[src/chip_pkg.sv]
// bus widths, word types, address map, reset values, enums and uart status struct
package chip_pkg;

   localparam int addr_w = 16;
   localparam int data_w = 32;

   typedef logic [data_w-1:0]   word_t;
   typedef logic [addr_w-1:0]   addr_t;
   typedef logic [data_w/8-1:0] sel_t;

   // address map, each target owns one 4k page
   localparam addr_t ram_base  = 16'h0000;
   localparam int    ram_words = 256;
   localparam addr_t uart_base = 16'h1000;
   localparam addr_t spi_base  = 16'h2000;

   localparam logic [15:0] uart_div_reset = 16'd16;  // clk cycles per bit
   localparam logic [3:0]  spi_div_reset  = 4'd4;    // clk cycles per sclk half

   typedef enum logic [1:0] {tgt_ram, tgt_uart, tgt_spi, tgt_none} target_e;

   // peripheral register offset, adr[3:2]
   typedef enum logic [1:0] {
      reg_data   = 2'd0,
      reg_status = 2'd1,
      reg_ctrl   = 2'd2
   } reg_e;

   typedef enum logic [1:0] {uart_idle, uart_start, uart_data, uart_stop} uart_state_e;
   typedef enum logic [1:0] {spi_idle, spi_low, spi_high} spi_state_e;

   // tx_busy lands in bit 0 of the status word
   typedef struct packed {
      logic rx_overrun;
      logic rx_valid;
      logic tx_busy;
   } uart_status_t;

endpackage
[src/wb_if.sv]
// wishbone classic bus bundle with master and slave modports
`timescale 1ns/1ps

interface wb_if import chip_pkg::*; ();

   logic  cyc;
   logic  stb;
   logic  we;
   addr_t adr;
   word_t dat_w;
   sel_t  sel;
   word_t dat_r;
   logic  ack;

   modport master (
      output cyc, stb, we, adr, dat_w, sel,
      input  dat_r, ack
   );

   modport slave (
      input  cyc, stb, we, adr, dat_w, sel,
      output dat_r, ack
   );

endinterface

[src/spi_master.sv]
// spi mode 0 master with data, status and control registers
`timescale 1ns/1ps

module spi_master import chip_pkg::*; (
   input  logic clk,
   input  logic rst_n,
   wb_if.slave  bus,
   input  logic spi_miso,
   output logic spi_cs,
   output logic spi_sclk,
   output logic spi_mosi
);

   spi_state_e state;
   logic [3:0] half_q, cnt;
   logic [2:0] bit_cnt;
   logic [7:0] tx_sh, rx_sh, rx_q;
   logic       cs_q, ack_q, busy;
   logic       req, accept, go, tick;
   word_t      rd_q;
   reg_e       off;

   assign off    = reg_e'(bus.adr[3:2]);
   assign busy   = (state != spi_idle);
   assign req    = bus.cyc & bus.stb & ~ack_q;
   assign accept = req & ~(bus.we & (off == reg_data) & busy);  // hold off data write
   assign go     = accept & bus.we & (off == reg_data);
   assign tick   = (cnt == half_q - 4'd1);

   always_ff @(posedge clk) begin
      if (!rst_n) begin
         ack_q  <= 1'b0;
         cs_q   <= 1'b1;
         half_q <= spi_div_reset;
      end else begin
         ack_q <= accept;
         if (accept && bus.we && off == reg_ctrl) begin
            cs_q   <= bus.dat_w[0];
            half_q <= bus.dat_w[7:4];
         end
      end
   end

   always_ff @(posedge clk) begin
      if (accept && !bus.we) begin
         case (off)
            reg_data:   rd_q <= {24'd0, rx_q};
            reg_status: rd_q <= {31'd0, busy};
            reg_ctrl:   rd_q <= {24'd0, half_q, 3'd0, cs_q};
            default:    rd_q <= '0;
         endcase
      end
   end

   assign bus.ack   = ack_q;
   assign bus.dat_r = rd_q;

   // shift engine, one low and one high phase per bit
   always_ff @(posedge clk) begin
      if (!rst_n) begin
         state   <= spi_idle;
         cnt     <= '0;
         bit_cnt <= '0;
      end else if (state == spi_idle) begin
         cnt     <= '0;
         bit_cnt <= '0;
         if (go) state <= spi_low;
      end else begin
         cnt <= tick ? '0 : cnt + 4'd1;
         if (tick) begin
            if (state == spi_low) begin
               state <= spi_high;
            end else begin
               bit_cnt <= bit_cnt + 3'd1;
               state   <= (bit_cnt == 3'd7) ? spi_idle : spi_low;
            end
         end
      end
   end

   always_ff @(posedge clk) begin
      if (go) tx_sh <= bus.dat_w[7:0];
      else if (state == spi_high && tick) tx_sh <= {tx_sh[6:0], 1'b0};  // falling edge
      if (state == spi_low && tick) rx_sh <= {rx_sh[6:0], spi_miso};     // rising edge
      if (state == spi_high && tick && bit_cnt == 3'd7) rx_q <= rx_sh;
   end

   assign spi_cs   = cs_q;
   assign spi_sclk = (state == spi_high);
   assign spi_mosi = busy & tx_sh[7];  // msb first

endmodule

[src/flat_wrapper.sv]
// flat-port wrapper written by rule: the top's interface ports become plain ports
module spi_master_flat import chip_pkg::*;
  (clk, rst_n, spi_miso, spi_cs, spi_sclk, spi_mosi, bus_cyc, bus_stb, bus_we, bus_adr, bus_dat_w, bus_sel, bus_dat_r, bus_ack);
  wb_if bus_i ();
  input  logic clk;
  input  logic rst_n;
  input  logic spi_miso;
  output logic spi_cs;
  output logic spi_sclk;
  output logic spi_mosi;
  input wire logic [$bits(bus_i.cyc)-1:0] bus_cyc;
  input wire logic [$bits(bus_i.stb)-1:0] bus_stb;
  input wire logic [$bits(bus_i.we)-1:0] bus_we;
  input wire logic [$bits(bus_i.adr)-1:0] bus_adr;
  input wire logic [$bits(bus_i.dat_w)-1:0] bus_dat_w;
  input wire logic [$bits(bus_i.sel)-1:0] bus_sel;
  output wire logic [$bits(bus_i.dat_r)-1:0] bus_dat_r;
  output wire logic [$bits(bus_i.ack)-1:0] bus_ack;
  assign bus_i.cyc = bus_cyc;
  assign bus_i.stb = bus_stb;
  assign bus_i.we = bus_we;
  assign bus_i.adr = bus_adr;
  assign bus_i.dat_w = bus_dat_w;
  assign bus_i.sel = bus_sel;
  assign bus_dat_r = bus_i.dat_r;
  assign bus_ack = bus_i.ack;
  spi_master u_core (.clk(clk), .rst_n(rst_n), .bus(bus_i), .spi_miso(spi_miso), .spi_cs(spi_cs), .spi_sclk(spi_sclk), .spi_mosi(spi_mosi));
endmodule
[config.mk]
export PLATFORM = sky130hd
export DESIGN_NAME = spi_master_flat
export DESIGN_NICKNAME = d
export VERILOG_FILES = /design/src/chip_pkg.sv /design/src/wb_if.sv /design/src/spi_master.sv /design/src/flat_wrapper.sv
export SDC_FILE = /design/constraint.sdc
export NUM_CORES = 1
export LEC_CHECK = 0
export ABC_CLOCK_PERIOD_IN_PS = 5250
export BUFFER_PORTS_ARGS = -buffer_cell sky130_fd_sc_hd__clkbuf_2
export CORE_MARGIN = 5
export CORE_UTILIZATION = 53
export CTS_BUF_LIST = sky130_fd_sc_hd__clkbuf_8
export DETAILED_ROUTE_END_ITERATION = 8
export PLACE_DENSITY = 0.95
export SYNTH_ARGS = -nofsm -noshare
export SYNTH_HDL_FRONTEND = slang
export SYNTH_SLANG_ARGS = --single-unit
[constraint.sdc]
create_clock -name clk -period 5.25 [get_ports clk]
set_input_delay 1.05 -clock clk [delete_from_list [all_inputs] [get_ports clk]]
set_output_delay 1.05 -clock clk [all_outputs]
set_load 0.005 [all_outputs]
# Word-level counts from Yosys, hierarchy flattened
# Cells that the tools add are included.
[totals]
regBits = 71
inputBits = 58
output_inout_bits = 36
elab_cells = 56
[op_classes]
add_sub_neg = 3
n_eq_ne = 7
n_mux = 8
n_bitwise = 12
n_reduce_logical = 16
[op_table]
columns = ["operator", "count"]
rows = [
  ["$pmux 8 s3", 1],
  ["$mux 8", 2],
  ["$and 1x1->1", 8],
  ["$mux 2", 4],
  ["$logic_and 1x1->1", 6],
  ["$reduce_bool 2->1", 3],
  ["$add 4x1->4 const B", 1],
  ["$eq 2x1->1 const B", 2],
  ["$eq 2x2->1 const B", 2],
  ["$eq 4x4->1", 1],
  ["$logic_not 2->1", 2],
  ["$not 1->1", 4],
  ["$reduce_and 2->1", 2],
  ["$sub 4x1->4 const B", 1],
  ["$add 3x1->3 const B", 1],
  ["$eq 3x3->1 const B", 1],
  ["$reduce_or 3->1", 1],
  ["$ne 2x1->1 const B", 1],
  ["$reduce_or 2->1", 1],
  ["$logic_not 1->1", 1],
  ["$mux 1", 1],
]

# Logic depth before layout (Yosys ltp)
# Gate-level depths: netlist (run 1).
[depth]
depth_word = 9
ltp_mapped = 7
ltp_nobuf = 6

# Least setup slack after synthesis (run 1)
# Ideal clock, no wire load.
[synth_path]
kind = "input to register"
from = "input bus_adr[3]"
to = "register u_core.tx_sh[0] (enable)"
setup_time_ns = 0.329
t_arrival_ns = 1.962
t_required_ns = 4.921
slack_ns = 2.959
path_stages = 4
n_path_buf = 1
cell_sequence = "buf_2 > nor2_1 > nand4_2 > nand2_1"
[synth_between]
elab_chain_cells = 8
[synth_lines]
columns = ["element", "line_no", "source"]
rows = [
  ["from (decl)", "flat_wrapper.sv:14", "input wire logic [$bits(bus_i.adr)-1:0] bus_adr;"],
  ["$logic_not 2->1 *", "spi_master.sv:26, spi_master.sv:27", ""],
  ["$and 1x1->1 (2 in a row)", "spi_master.sv:26", "assign accept = req & ~(bus.we & (off == reg_data) & busy);"],
  ["$not 1->1", "spi_master.sv:26", ""],
  ["$and 1x1->1", "spi_master.sv:26", ""],
  ["$and 1x1->1", "spi_master.sv:27", "assign go = accept & bus.we & (off == reg_data);"],
  ["$and 1x1->1 *", "spi_master.sv:27", ""],
  ["$reduce_bool 2->1 (no line) *", "n/a", ""],
  ["to (signal assigned)", "spi_master.sv:82", "if (go) tx_sh <= bus.dat_w[7:0];"],
  ["to (signal assigned)", "spi_master.sv:83", "else if (state == spi_high && tick) tx_sh <= {tx_sh[6:0], 1'b0};"],
  ["to (decl)", "spi_master.sv:17", "logic [7:0] tx_sh, rx_sh, rx_q;"],
]
# Every way passes the cells marked *; elsewhere a longest branch is shown, timed or not.
# A chain may end at the register's enable or synchronous reset.

# Final worst setup path (run 1)
[layout_path]
from = "register u_core.state[1]"
to = "output spi_mosi"
[layout_between]
elab_chain_cells = 2
[layout_lines]
columns = ["element", "line_no", "source"]
rows = [
  ["from (decl)", "spi_master.sv:14", "spi_state_e state;"],
  ["from (signal assigned)", "spi_master.sv:61", "state <= spi_idle;"],
  ["from (signal assigned)", "spi_master.sv:67", "if (go) state <= spi_low;"],
  ["from (signal assigned)", "spi_master.sv:72", "state <= spi_high;"],
  ["$reduce_bool 2->1", "spi_master.sv:24", "assign busy = (state != spi_idle);"],
  ["$and 1x1->1", "spi_master.sv:90", "assign spi_mosi = busy & tx_sh[7];"],
  ["to (decl)", "flat_wrapper.sv:10", "output logic spi_mosi;"],
]
# No other way between the ends.

==> run_results.csv, run 1 <==
group,metric,value,unit
sta,slew_viol_final,0,
drt,routed_wirelength,3580,um
grt,first_global_vias,1241,
sta,timing.final.setup_violations,0,
synthesis,synth-seq-area-share,0.580,
cts,cts_htree_levels,2,
setup_path,rr_startpoint,"u_core.half_q[0]$_SDFFE_PN0P_",
synthesis,number_of_enable_type_register_cells_in_the_synthesized_netlist,32,
cts,clkSinkCount,47,
sta,final_min_period_over_clock_period,0.457,
cts,cts-root-buf,"clkbuf_8",
synthesis,fraction_of_synthesized_area_in_multiplexers,0.0777,
drt,first_pass_iters,4,
floorplan,boundary_pins,94,
sta,post-route-min-period,2400,ps
setup_path,slowest_cell_on_the_critical_path,"dfxtp_1",
floorplan,die-area,5480,sq um
grt,antenna_found_initial,0,
drt,wl_per_cell,14.3,um
sta,tns,0,ps
setup_path,reg2reg_to,"u_core.rx_q[3]$_DFFE_PP_",
min_path,hold_crit_path_type,"register to register",
setup_path,crit_family,"simple AND/OR/NAND/NOR gates",
place,place.port_buffers,27,
synthesis,synth_async_sr_flop_share,0,
setup_path,critical_path_buf_inv_count,1,
cts,post_cts_resize_count,0,
sta,highest_clock_frequency_the_design_can_meet,417,MHz
floorplan,die_width,74.1,um
drt,drc,0,
setup_path,critical_path_class,"register to output port",
setup_path,reg2regPathDepth,6,
drt,route.vias.total,1268,
grt,grt_start_max_net_pins,16,
drt,antenna_violating_nets_post_route,0,
power,power-per-cell-area,292,nW/um^2
floorplan,fp.coreArea,4000,sq um
setup_path,critical_path_arrival,1350,ps
synthesis,synth_top_cells_by_area,"edfxtp_1 44%, dfxtp_1 14%, buf_4 8.3%",
setup_path,timing.critical_path.from,"u_core.state[1]$_SDFFE_PN0P_",
synthesis,syn_area,2170,sq um
layout,antenna_cells_inserted,0,
sta,timing.slew.headroom,0.584,
cts,insertion_delay,300,ps
grt,globalRoute.totalOverflow,0,
floorplan,chipHeight,74.1,um
floorplan,floorplan.rows,23,
layout,share_of_final_layout_standard_cells_stronger_than_drive_strength_1,0.244,
sta,clock_skew_after_layout,8.25,ps
setup_path,critical_path.cell_chain,"or2_2 > and2_1 > clkbuf_2",
sta,tightest_slew,621,ps
synthesis,synth_area_per_cell,12.6,sq um
synthesis,synth_fa_ha_area_frac,0.0230,
cts,postCtsSetupBuffers,0,
drt,violation_count_after_the_first_detailed_routing_iteration,89,
synthesis,synthXorXnorAreaFrac,0.0455,
status,result_of_the_run,"completed",
setup_path,crit_fanout,12,
setup_path,critPathRequiredTime,4200,ps
layout,area_growth,8.46,%
cts,tritoncts,"yes",
grt,grt_util_all_layers,0.146,
grt,global_route_wire_length_before_repair,5830,um
power,ir_drop,0.151,mV
layout,stdcell_area,2360,sq um
place,detailed_place.area,2250,sq um
setup_path,critical_path_endpoint,"spi_mosi",
synthesis,count_of_unique_library_cells_instantiated_by_yosys,41,
synthesis,dominant_combinational_cell_family_by_area_after_synthesis,"simple AND/OR/NAND/NOR gates",
synthesis,netlist_instances,173,
layout,layout_commonest_cell,"edfxtp_1",
layout,layout.cells.most_common_list,"32 x edfxtp_1, 27 x clkbuf_2, 24 x conb_1, 15 x dfxtp_1, 12 x nor2_1",
cts,post_cts_hold_buffer_count,0,
setup_path,cpPeakStageDelay,420,ps
job,maxCapViolations,0,
synthesis,synth_top_cell_area_share,0.442,
cts,cts_buffers,5,
synthesis,synth_seq_cells,47,
place,gp_routability_congestion,0.800,
synthesis,synth-main-ff-cell,"edfxtp_1",
setup_path,crit_path_start_kind,"register",
cts,clk_path_buf_depth,2,
setup_path,reg2reg_setup_slack,2900,ps
place,dpl_wire_length,2630,um
sta,timing_hold_violations_final,0,
sta,rsz0062_at_grt,"no",
floorplan,floorplan.initialDensity,0.544,
synthesis,synth-compound-area-share,0.0368,
drt,vias_per_cell,5.05,
synthesis,synth_top_area_cell,"edfxtp_1",
cts,clk_pin_slew,90,ps
power,leakage,0.000965,uW
layout,finalNetCount,262,
synthesis,synth_simple_gate_area_share,0.129,
setup_path,timing.critical_path.depth,3,
setup_path,worst_setup_path_end_kind,"output port",
synthesis,synthesis.yosys.warnings,0,
-- registers in the layout, indices dropped and copies added (netlist names) --
name              count
u_core.bus.dat_r      8
u_core.rx_sh          8
u_core.bus.ack        1
u_core.cnt            4
u_core.spi_cs         1
u_core.bit_cnt        3
u_core.half_q         4
u_core.tx_sh          8
u_core.state          2
u_core.rx_q           8
-- routing by layer --
metal  GRT usage  vias up  routed length (um)
met5           0        -                   0
met4      0.0664        0                  62
met3      0.0541        6                 259
met2       0.245       39                1750
met1       0.166      601                1500
li1            -      622                   -
-- cell type report --
class	instances	area, sq um
flip-flops and latches	47	1260
clock buffers	5	68.8
clock inverters	3	43.8
fillers	307	1640
multi-input cells	114	768
inverters	5	18.8
repair buffers	27	135
well taps	50	62.6
-- cells in the mapped netlist (2+ instances only) --
cell      instances
and2_1            4
nand3_1           8
nand4_1           2
buf_4            24
buf_2             2
clkbuf_1          3
nor2_1           12
xor2_1            3
o21ai_0           4
inv_1             5
dfxtp_1          15
a21oi_1           2
xnor2_1           2
mux2_2            7
edfxtp_1         32
and3_1            2
mux2i_1           9
ha_1              4
nor2b_1           4
nand2_1           6
nor4_1            3
-- logic make-up after synthesis --
family / count (synthesis)
flops: 47
other cells: 1
compound gates: 12
buf+inv: 35
mux: 16
simple gates: 50
xor+xnor: 8
fa+ha+maj: 4
-- where the power goes --
| part | internal, uW | switching, uW | total (uW) |
|---|---|---|---|
| registers | 395 | 1.61 | 397 |
| logic | 11.5 | 18.8 | 30.3 |
| clock network | 142 | 121 | 263 |
-- metrics by stage --
stage	hold slack [ps]	utilization	total power [uW]	instances	setup slack, ps
2_1_floorplan	400	-	436	196	2960
3_3_place_gp	409	0.561	434	243	2680
3_5_place_dp	415	0.561	435	243	2620
4_1_cts	433	0.590	695	251	2860
5_1_grt	441	0.590	717	251	2650
6_report	429	0.590	689	251	2850
-- worst min-delay path by stage --
stage / startpoint / endpoint / cells after the start
6_report: u_core.rx_sh[7]$_DFFE_PP_ / u_core.rx_q[7]$_DFFE_PP_ / 0
5_1_grt: u_core.rx_sh[7]$_DFFE_PP_ / u_core.rx_q[7]$_DFFE_PP_ / 0
4_1_cts: u_core.rx_sh[7]$_DFFE_PP_ / u_core.rx_q[7]$_DFFE_PP_ / 0
3_5_place_dp: u_core.rx_sh[7]$_DFFE_PP_ / u_core.rx_q[7]$_DFFE_PP_ / 0
3_3_place_gp: u_core.rx_sh[7]$_DFFE_PP_ / u_core.rx_q[7]$_DFFE_PP_ / 0
2_1_floorplan: u_core.rx_sh[7]$_DFFE_PP_ / u_core.rx_q[7]$_DFFE_PP_ / 0
Power figures use the tool's default switching activity.
==> run 2: changes to the inputs <==
- ABC_AREA: default -> 1
- ABC_CLOCK_PERIOD_IN_PS: 5250 -> 2200
- CORE_UTILIZATION: 53 -> 44
- PLACE_DENSITY: 0.95 -> 0.88
- clock period: 5.25 -> 2.2 ns (I/O delays scaled with it)
==> run_results.csv, run 2 <==
group,metric,value,unit
place,gp_routability_congestion,0.757,
power,post-layout-total-power,1660,uW
floorplan,fp.coreArea,4790,sq um
cts,post_cts_hold_buffer_count,0,
setup_path,critical_path_arrival,1980,ps
drt,antenna_violating_nets_post_route,0,
layout,layout_commonest_cell,"nand2_1",
layout,n_fill_cell,404,
layout,share_of_final_layout_standard_cells_stronger_than_drive_strength_1,0.188,
grt,first_global_vias,1376,
sta,timing.slew.headroom,0.552,
synthesis,synth-main-ff-cell,"edfxtp_1",
layout,layout.cells.most_common_list,"47 x nand2_1, 32 x edfxtp_1, 30 x inv_1, 27 x clkbuf_2, 25 x nor2_1",
synthesis,synth_top_cell_area_share,0.440,
job,maxCapViolations,0,
sta,highest_clock_frequency_the_design_can_meet,500,MHz
drt,violation_count_after_the_first_detailed_routing_iteration,96,
min_path,hold_crit_path_type,"input port to register",
floorplan,floorplan.rows,25,
floorplan,chipHeight,80.4,um
synthesis,synth_top_cells_by_area,"edfxtp_1 44%, dfxtp_1 14%, buf_4 8.3%",
sta,slew_viol_final,0,
sta,timing.final.setup_violations,0,
drt,wl_per_cell,11.3,um
cts,cts-root-buf,"clkbuf_8",
drt,route.vias.total,1454,
grt,globalRoute.totalOverflow,0,
synthesis,synth_area_per_cell,9.75,sq um
place,dp_cells,320,
sta,final_min_period_over_clock_period,0.910,
layout,finalNetCount,322,
synthesis,synth-seq-area-share,0.578,
drt,routed_wirelength,3700,um
synthesis,synth_async_sr_flop_share,0,
place,place.port_buffers,27,
cts,clkSinkCount,47,
cts,clk_path_buf_depth,2,
cts,cts_buffers,5,
sta,timing_hold_violations_final,0,
sta,post-route-min-period,2000,ps
power,power-per-cell-area,681,nW/um^2
grt,grt_start_max_net_pins,16,
setup_path,critical_path_buf_inv_count,3,
setup_path,critical_path_class,"register to register",
grt,grt_util_all_layers,0.123,
floorplan,boundary_pins,94,
setup_path,slowest_cell_on_the_critical_path,"dfxtp_1",
floorplan,die-area,6470,sq um
drt,drc,0,
setup_path,crit_path_start_kind,"register",
sta,tns,0,ps
setup_path,crit_family,"simple AND/OR/NAND/NOR gates",
layout,area_growth,11.9,%
synthesis,syn_area,2180,sq um
setup_path,crit_fanout,8,
setup_path,critPathRequiredTime,2170,ps
sta,tightest_slew,670,ps
setup_path,worst_setup_path_end_kind,"register",
cts,postCtsSetupBuffers,0,
power,leakage,0.00116,uW
drt,first_pass_iters,4,
floorplan,floorplan.initialDensity,0.456,
setup_path,critical_path.cell_chain,"inv_1 > ha_1 > nand2_1 > inv_1 > nor2_1 > nand2_1 > nor2_4 > nand2_1 > inv_1 > nand2_1 > nand2_1",
layout,final_cells,328,
synthesis,count_of_unique_library_cells_instantiated_by_yosys,27,
sta,rsz0062_at_grt,"no",
synthesis,number_of_enable_type_register_cells_in_the_synthesized_netlist,32,
cts,insertion_delay,300,ps
grt,antenna_found_initial,0,
grt,global_route_wire_length_before_repair,6010,um
cts,tritoncts,"yes",
sta,clock_skew_after_layout,8.29,ps
synthesis,netlist_top_cells_count,"47 x nand2_1, 32 x edfxtp_1, 30 x inv_1",
drt,vias_per_cell,4.43,
cts,clk_pin_slew,80,ps
place,dpl_wire_length,2890,um
layout,antenna_cells_inserted,0,
setup_path,cpPeakStageDelay,360,ps
status,result_of_the_run,"completed",
synthesis,synth_seq_cells,47,
synthesis,netlist_instances,224,
synthesis,synthMostInstantiatedCell,"nand2_1",
synthesis,synthesis.yosys.warnings,0,
setup_path,worst_path_most_repeated_cell,"nand2_1",
floorplan,die_width,80.4,um
power,ir_drop,0.280,mV
cts,cts_htree_levels,2,
synthesis,synth_top_area_cell,"edfxtp_1",
cts,post_cts_resize_count,0,
## run 2: cell count changes after synthesis, sizes merged, moves of 4 or more
cell	delta
and2	-4
inv	+27
mux2	-7
mux2i	-9
nand2	+45
nand3	+5
nor2	+15
nor2b	-4
o21ai	+5
## run 2: stage by stage
step           setup WS (ps)  area, sq um  hold WS (ps)   util
2_1_floorplan            158         2270           400      -
3_3_place_gp             234         2330           403  0.487
3_5_place_dp             199         2330           410  0.487
4_1_cts                  182         2440           299  0.511
5_1_grt                 51.4         2440           292  0.511
6_report                 198         2440           309  0.511
## run 2: final timing paths
path | start | end | slack, ps | depth (start not counted)
max | u_core.half_q[0]$_SDFFE_PN0P_ | u_core.tx_sh[0]$_SDFFCE_PN0P_ | 200 | 11
min | spi_miso | u_core.rx_sh[0]$_DFFE_PP_ | 310 | 1
max reg2reg | u_core.half_q[0]$_SDFFE_PN0P_ | u_core.tx_sh[0]$_SDFFCE_PN0P_ | 200 | 11
min reg2reg | u_core.rx_sh[7]$_DFFE_PP_ | u_core.rx_q[7]$_DFFE_PP_ | 420 | 0
## run 2: cell families (layout without fill, tap and decap cells)
logic type | Yosys count | count (layout) | synth area share
adder cells (fa/ha/maj) | 4 | 4 | 0.0229
buffers and inverters | 57 | 71 | 0.139
other | 1 | 24 | 0.00172
AND/OR/NAND/NOR | 95 | 95 | 0.203
XOR/XNOR | 3 | 3 | 0.0120
AO/OA/AOI/OAI | 17 | 17 | 0.0436
flip-flops | 47 | 47 | 0.578
## run 2: power by group
group          internal (uW)  total, uW  switching, uW
clock                    338        627            289
combinational           27.7       88.6           60.9
sequential               944        948           3.56
## run 2: metal layers
layer / part of all wire / track usage
met1: 0.42 / 0.138
met4: 0.015 / 0.0490
met2: 0.50 / 0.210
met5: 0 / 0
met3: 0.067 / 0.0448
## run 2: area by class of cell
class | instances | area, sq um | share of cell area
multi-input cells | 143 | 704 | 0.288
flip-flops and latches | 47 | 1260 | 0.516
clock buffers | 5 | 68.8 | 0.0282
inverters | 33 | 124 | 0.0507
clock inverters | 3 | 43.8 | 0.0179
well taps | 67 | 83.8 | 0.0343
repair buffers | 30 | 158 | 0.0645
==> run 3: changes to the inputs <==
- CORE_UTILIZATION: 44 -> 40
- GPL_ROUTABILITY_DRIVEN: default -> 1
- PLACE_DENSITY: 0.88 -> 0.82
==> run_results.csv, run 3 (synthesized netlist as in run 2, its figures left out) <==
group,metric,value,unit
place,gp_routability_congestion,0.773,
cts,clkSinkCount,47,
power,p_sw,349,uW
min_path,hold_crit_path_type,"input port to register",
setup_path,rr_startpoint,"u_core.half_q[0]$_SDFFE_PN0P_",
power,sequentialPowerShare,0.571,
sta,clock_skew_after_layout,5.35,ps
power,p_int,1310,uW
sta,timing.final.setup_violations,0,
floorplan,floorplan.rows,27,
drt,wl_per_cell,11.1,um
grt,grt_util_all_layers,0.110,
drt,route.vias.total,1466,
drt,drc,0,
power,power.share.combinational,0.054,
setup_path,reg2regPathDepth,12,
floorplan,chipHeight,83.9,um
grt,globalRouteMet2Util,0.203,
setup_path,critical_path.cell_chain,"inv_1 > ha_1 > nand2_1 > inv_1 > nor2_1 > nand2_1 > nor2_4 > nand2_1 > inv_1 > nand2_1 > nor2_1 > buf_4",
grt,globalRoute.totalOverflow,0,
sta,tightest_slew,696,ps
setup_path,reg2reg_to,"u_core.rx_q[2]$_DFFE_PP_",
cts,cts-root-buf,"clkbuf_8",
grt,grt.met1_usage,0.114,
setup_path,critical_path_arrival,2030,ps
layout,antenna_cells_inserted,0,
setup_path,critical_path_class,"register to register",
layout,layout_commonest_cell,"nand2_1",
min_path,startpoint_of_the_tightest_hold_check_path,"spi_miso",
power,switching_share,0.210,
setup_path,worst_setup_path_end_kind,"register",
job,maxCapViolations,0,
setup_path,critical_path_buf_inv_count,4,
setup_path,reg2reg_setup_slack,180,ps
setup_path,slowest_cell_on_the_critical_path,"dfxtp_1",
sta,timing.slew.headroom,0.534,
sta,highest_clock_frequency_the_design_can_meet,495,MHz
place,dpl_wire_length,2860,um
cts,cts_htree_levels,2,
setup_path,crit_family,"simple AND/OR/NAND/NOR gates",
cts,clk_pin_slew,90,ps
drt,first_pass_iters,4,
min_path,timing.hold.worst_endpoint,"u_core.rx_sh[0]$_DFFE_PP_",
sta,final_min_period_over_clock_period,0.919,
drt,vias_per_cell,4.39,
layout,finalNetCount,323,
setup_path,crit_fanout,8,
layout,layout.cells.most_common_list,"46 x nand2_1, 32 x edfxtp_1, 30 x inv_1, 27 x clkbuf_2, 25 x nor2_1",
setup_path,critPathRequiredTime,2210,ps
floorplan,die-area,7040,sq um
drt,routed_wirelength,3690,um
power,power-per-cell-area,675,nW/um^2
setup_path,timing.critical_path.from,"u_core.half_q[0]$_SDFFE_PN0P_",
min_path,hold-path-cell-count,1,
sta,slew_viol_final,0,
cts,insertion_delay,300,ps
cts,tritoncts,"yes",
grt,first_global_vias,1416,
setup_path,crit_path_start_kind,"register",
sta,finalHoldWorstSlack,314,ps
layout,area_growth,12.6,%
grt,antenna_found_initial,0,
setup_path,cpPeakStageDelay,360,ps
status,result_of_the_run,"completed",
floorplan,fp.coreArea,5410,sq um
grt,grt.met3_usage,0.0355,
setup_path,worst_path_most_repeated_cell,"nand2_1",
sta,tns,0,ps
cts,postCtsSetupBuffers,0,
cts,clk_path_buf_depth,2,
drt,antenna_violating_nets_post_route,0,
floorplan,die_width,83.9,um
sta,post-route-min-period,2020,ps
floorplan,floorplan.initialDensity,0.404,
power,ir_drop,0.326,mV
cts,cts_buffers,5,
grt,grt_start_max_net_pins,16,
place,place.port_buffers,27,
layout,share_of_final_layout_standard_cells_stronger_than_drive_strength_1,0.191,
floorplan,boundary_pins,94,
sta,timing_hold_violations_final,0,
drt,violation_count_after_the_first_detailed_routing_iteration,75,
power,leakage,0.00116,uW
grt,grt_most_used_layer,"met2",
grt,global_route_wire_length_before_repair,6150,um
power,fraction_of_power_consumed_by_the_clock_network,0.376,
[run 3: changes by cell type in the layout (fill, tap and decap cells not counted)]
cell | before | now
nand2_2 | 1 | 2
clkinv_4 | 1 | 0
clkinv_2 | 1 | 0
clkinv_1 | 1 | 2
inv_6 | 0 | 1
nand2_1 | 47 | 46
buf_4 | 3 | 4
[run 3: power groups by stage]
| stage | clock network (uW) | logic (uW) | registers [uW] |
|---|---|---|---|
| 6_report | 624 | 88.9 | 948 |
| 5_1_grt | 676 | 101 | 949 |
| 4_1_cts | 638 | 88.1 | 948 |
| 3_5_place_dp | 0 | 87.7 | 968 |
| 3_3_place_gp | 0 | 86.0 | 968 |
| 2_1_floorplan | 0 | 84.6 | 968 |
[run 3: worst max path at each step]
stage,end,depth (start not counted)
3_5_place_dp,u_core.tx_sh[7]$_DFFE_PP_,11
6_report,u_core.rx_q[2]$_DFFE_PP_,12
2_1_floorplan,u_core.rx_q[0]$_DFFE_PP_,11
4_1_cts,u_core.tx_sh[1]$_DFFE_PP_,11
5_1_grt,u_core.rx_q[2]$_DFFE_PP_,12
3_3_place_gp,u_core.tx_sh[7]$_DFFE_PP_,11
[run 3: final cells by class]
type,instances,area [sq um]
Clock inverter,3,42.5
Tap cell,72,90.1
Fill cell,522,2950
Inverter,33,124
Timing Repair Buffer,31,165
Multi-Input combinational cell,143,707
Clock buffer,5,68.8
Sequential cell,47,1260
[run 3: what timing repair did]
action                                  4_1_cts  5_1_grt
endpoints found under the setup margin        0        8
hold buffers                                  0        0
gates resized for setup                       0        1
[run 3: per-stage QoR]
| stage | instance area (sq um) | worst slack, ps | power, uW | cells | utilization |
|---|---|---|---|---|---|
| 2_1_floorplan | 2270 | 158 | 1050 | 247 | - |
| 3_3_place_gp | 2340 | 233 | 1050 | 326 | 0.434 |
| 3_5_place_dp | 2340 | 198 | 1060 | 326 | 0.434 |
| 4_1_cts | 2460 | 161 | 1670 | 334 | 0.454 |
| 5_1_grt | 2460 | -1.69 | 1730 | 334 | 0.455 |
| 6_report | 2460 | 179 | 1660 | 334 | 0.455 |
[run 3: layer usage]
metal	wire, um	up-vias
met5	0	-
met4	63	0
met3	253	8
met2	1930	44
met1	1440	670
li1	-	744
[run 3: worst register-to-register path, stage by stage, from the launching register on]
cell	delay (ps)
dfxtp_1	360
inv_1	100
ha_1	320
nand2_1	60
inv_1	30
nor2_1	80
nand2_1	90
nor2_4	140
nand2_1	90
inv_1	80
nand2_1	90
nor2_1	110
buf_4	180
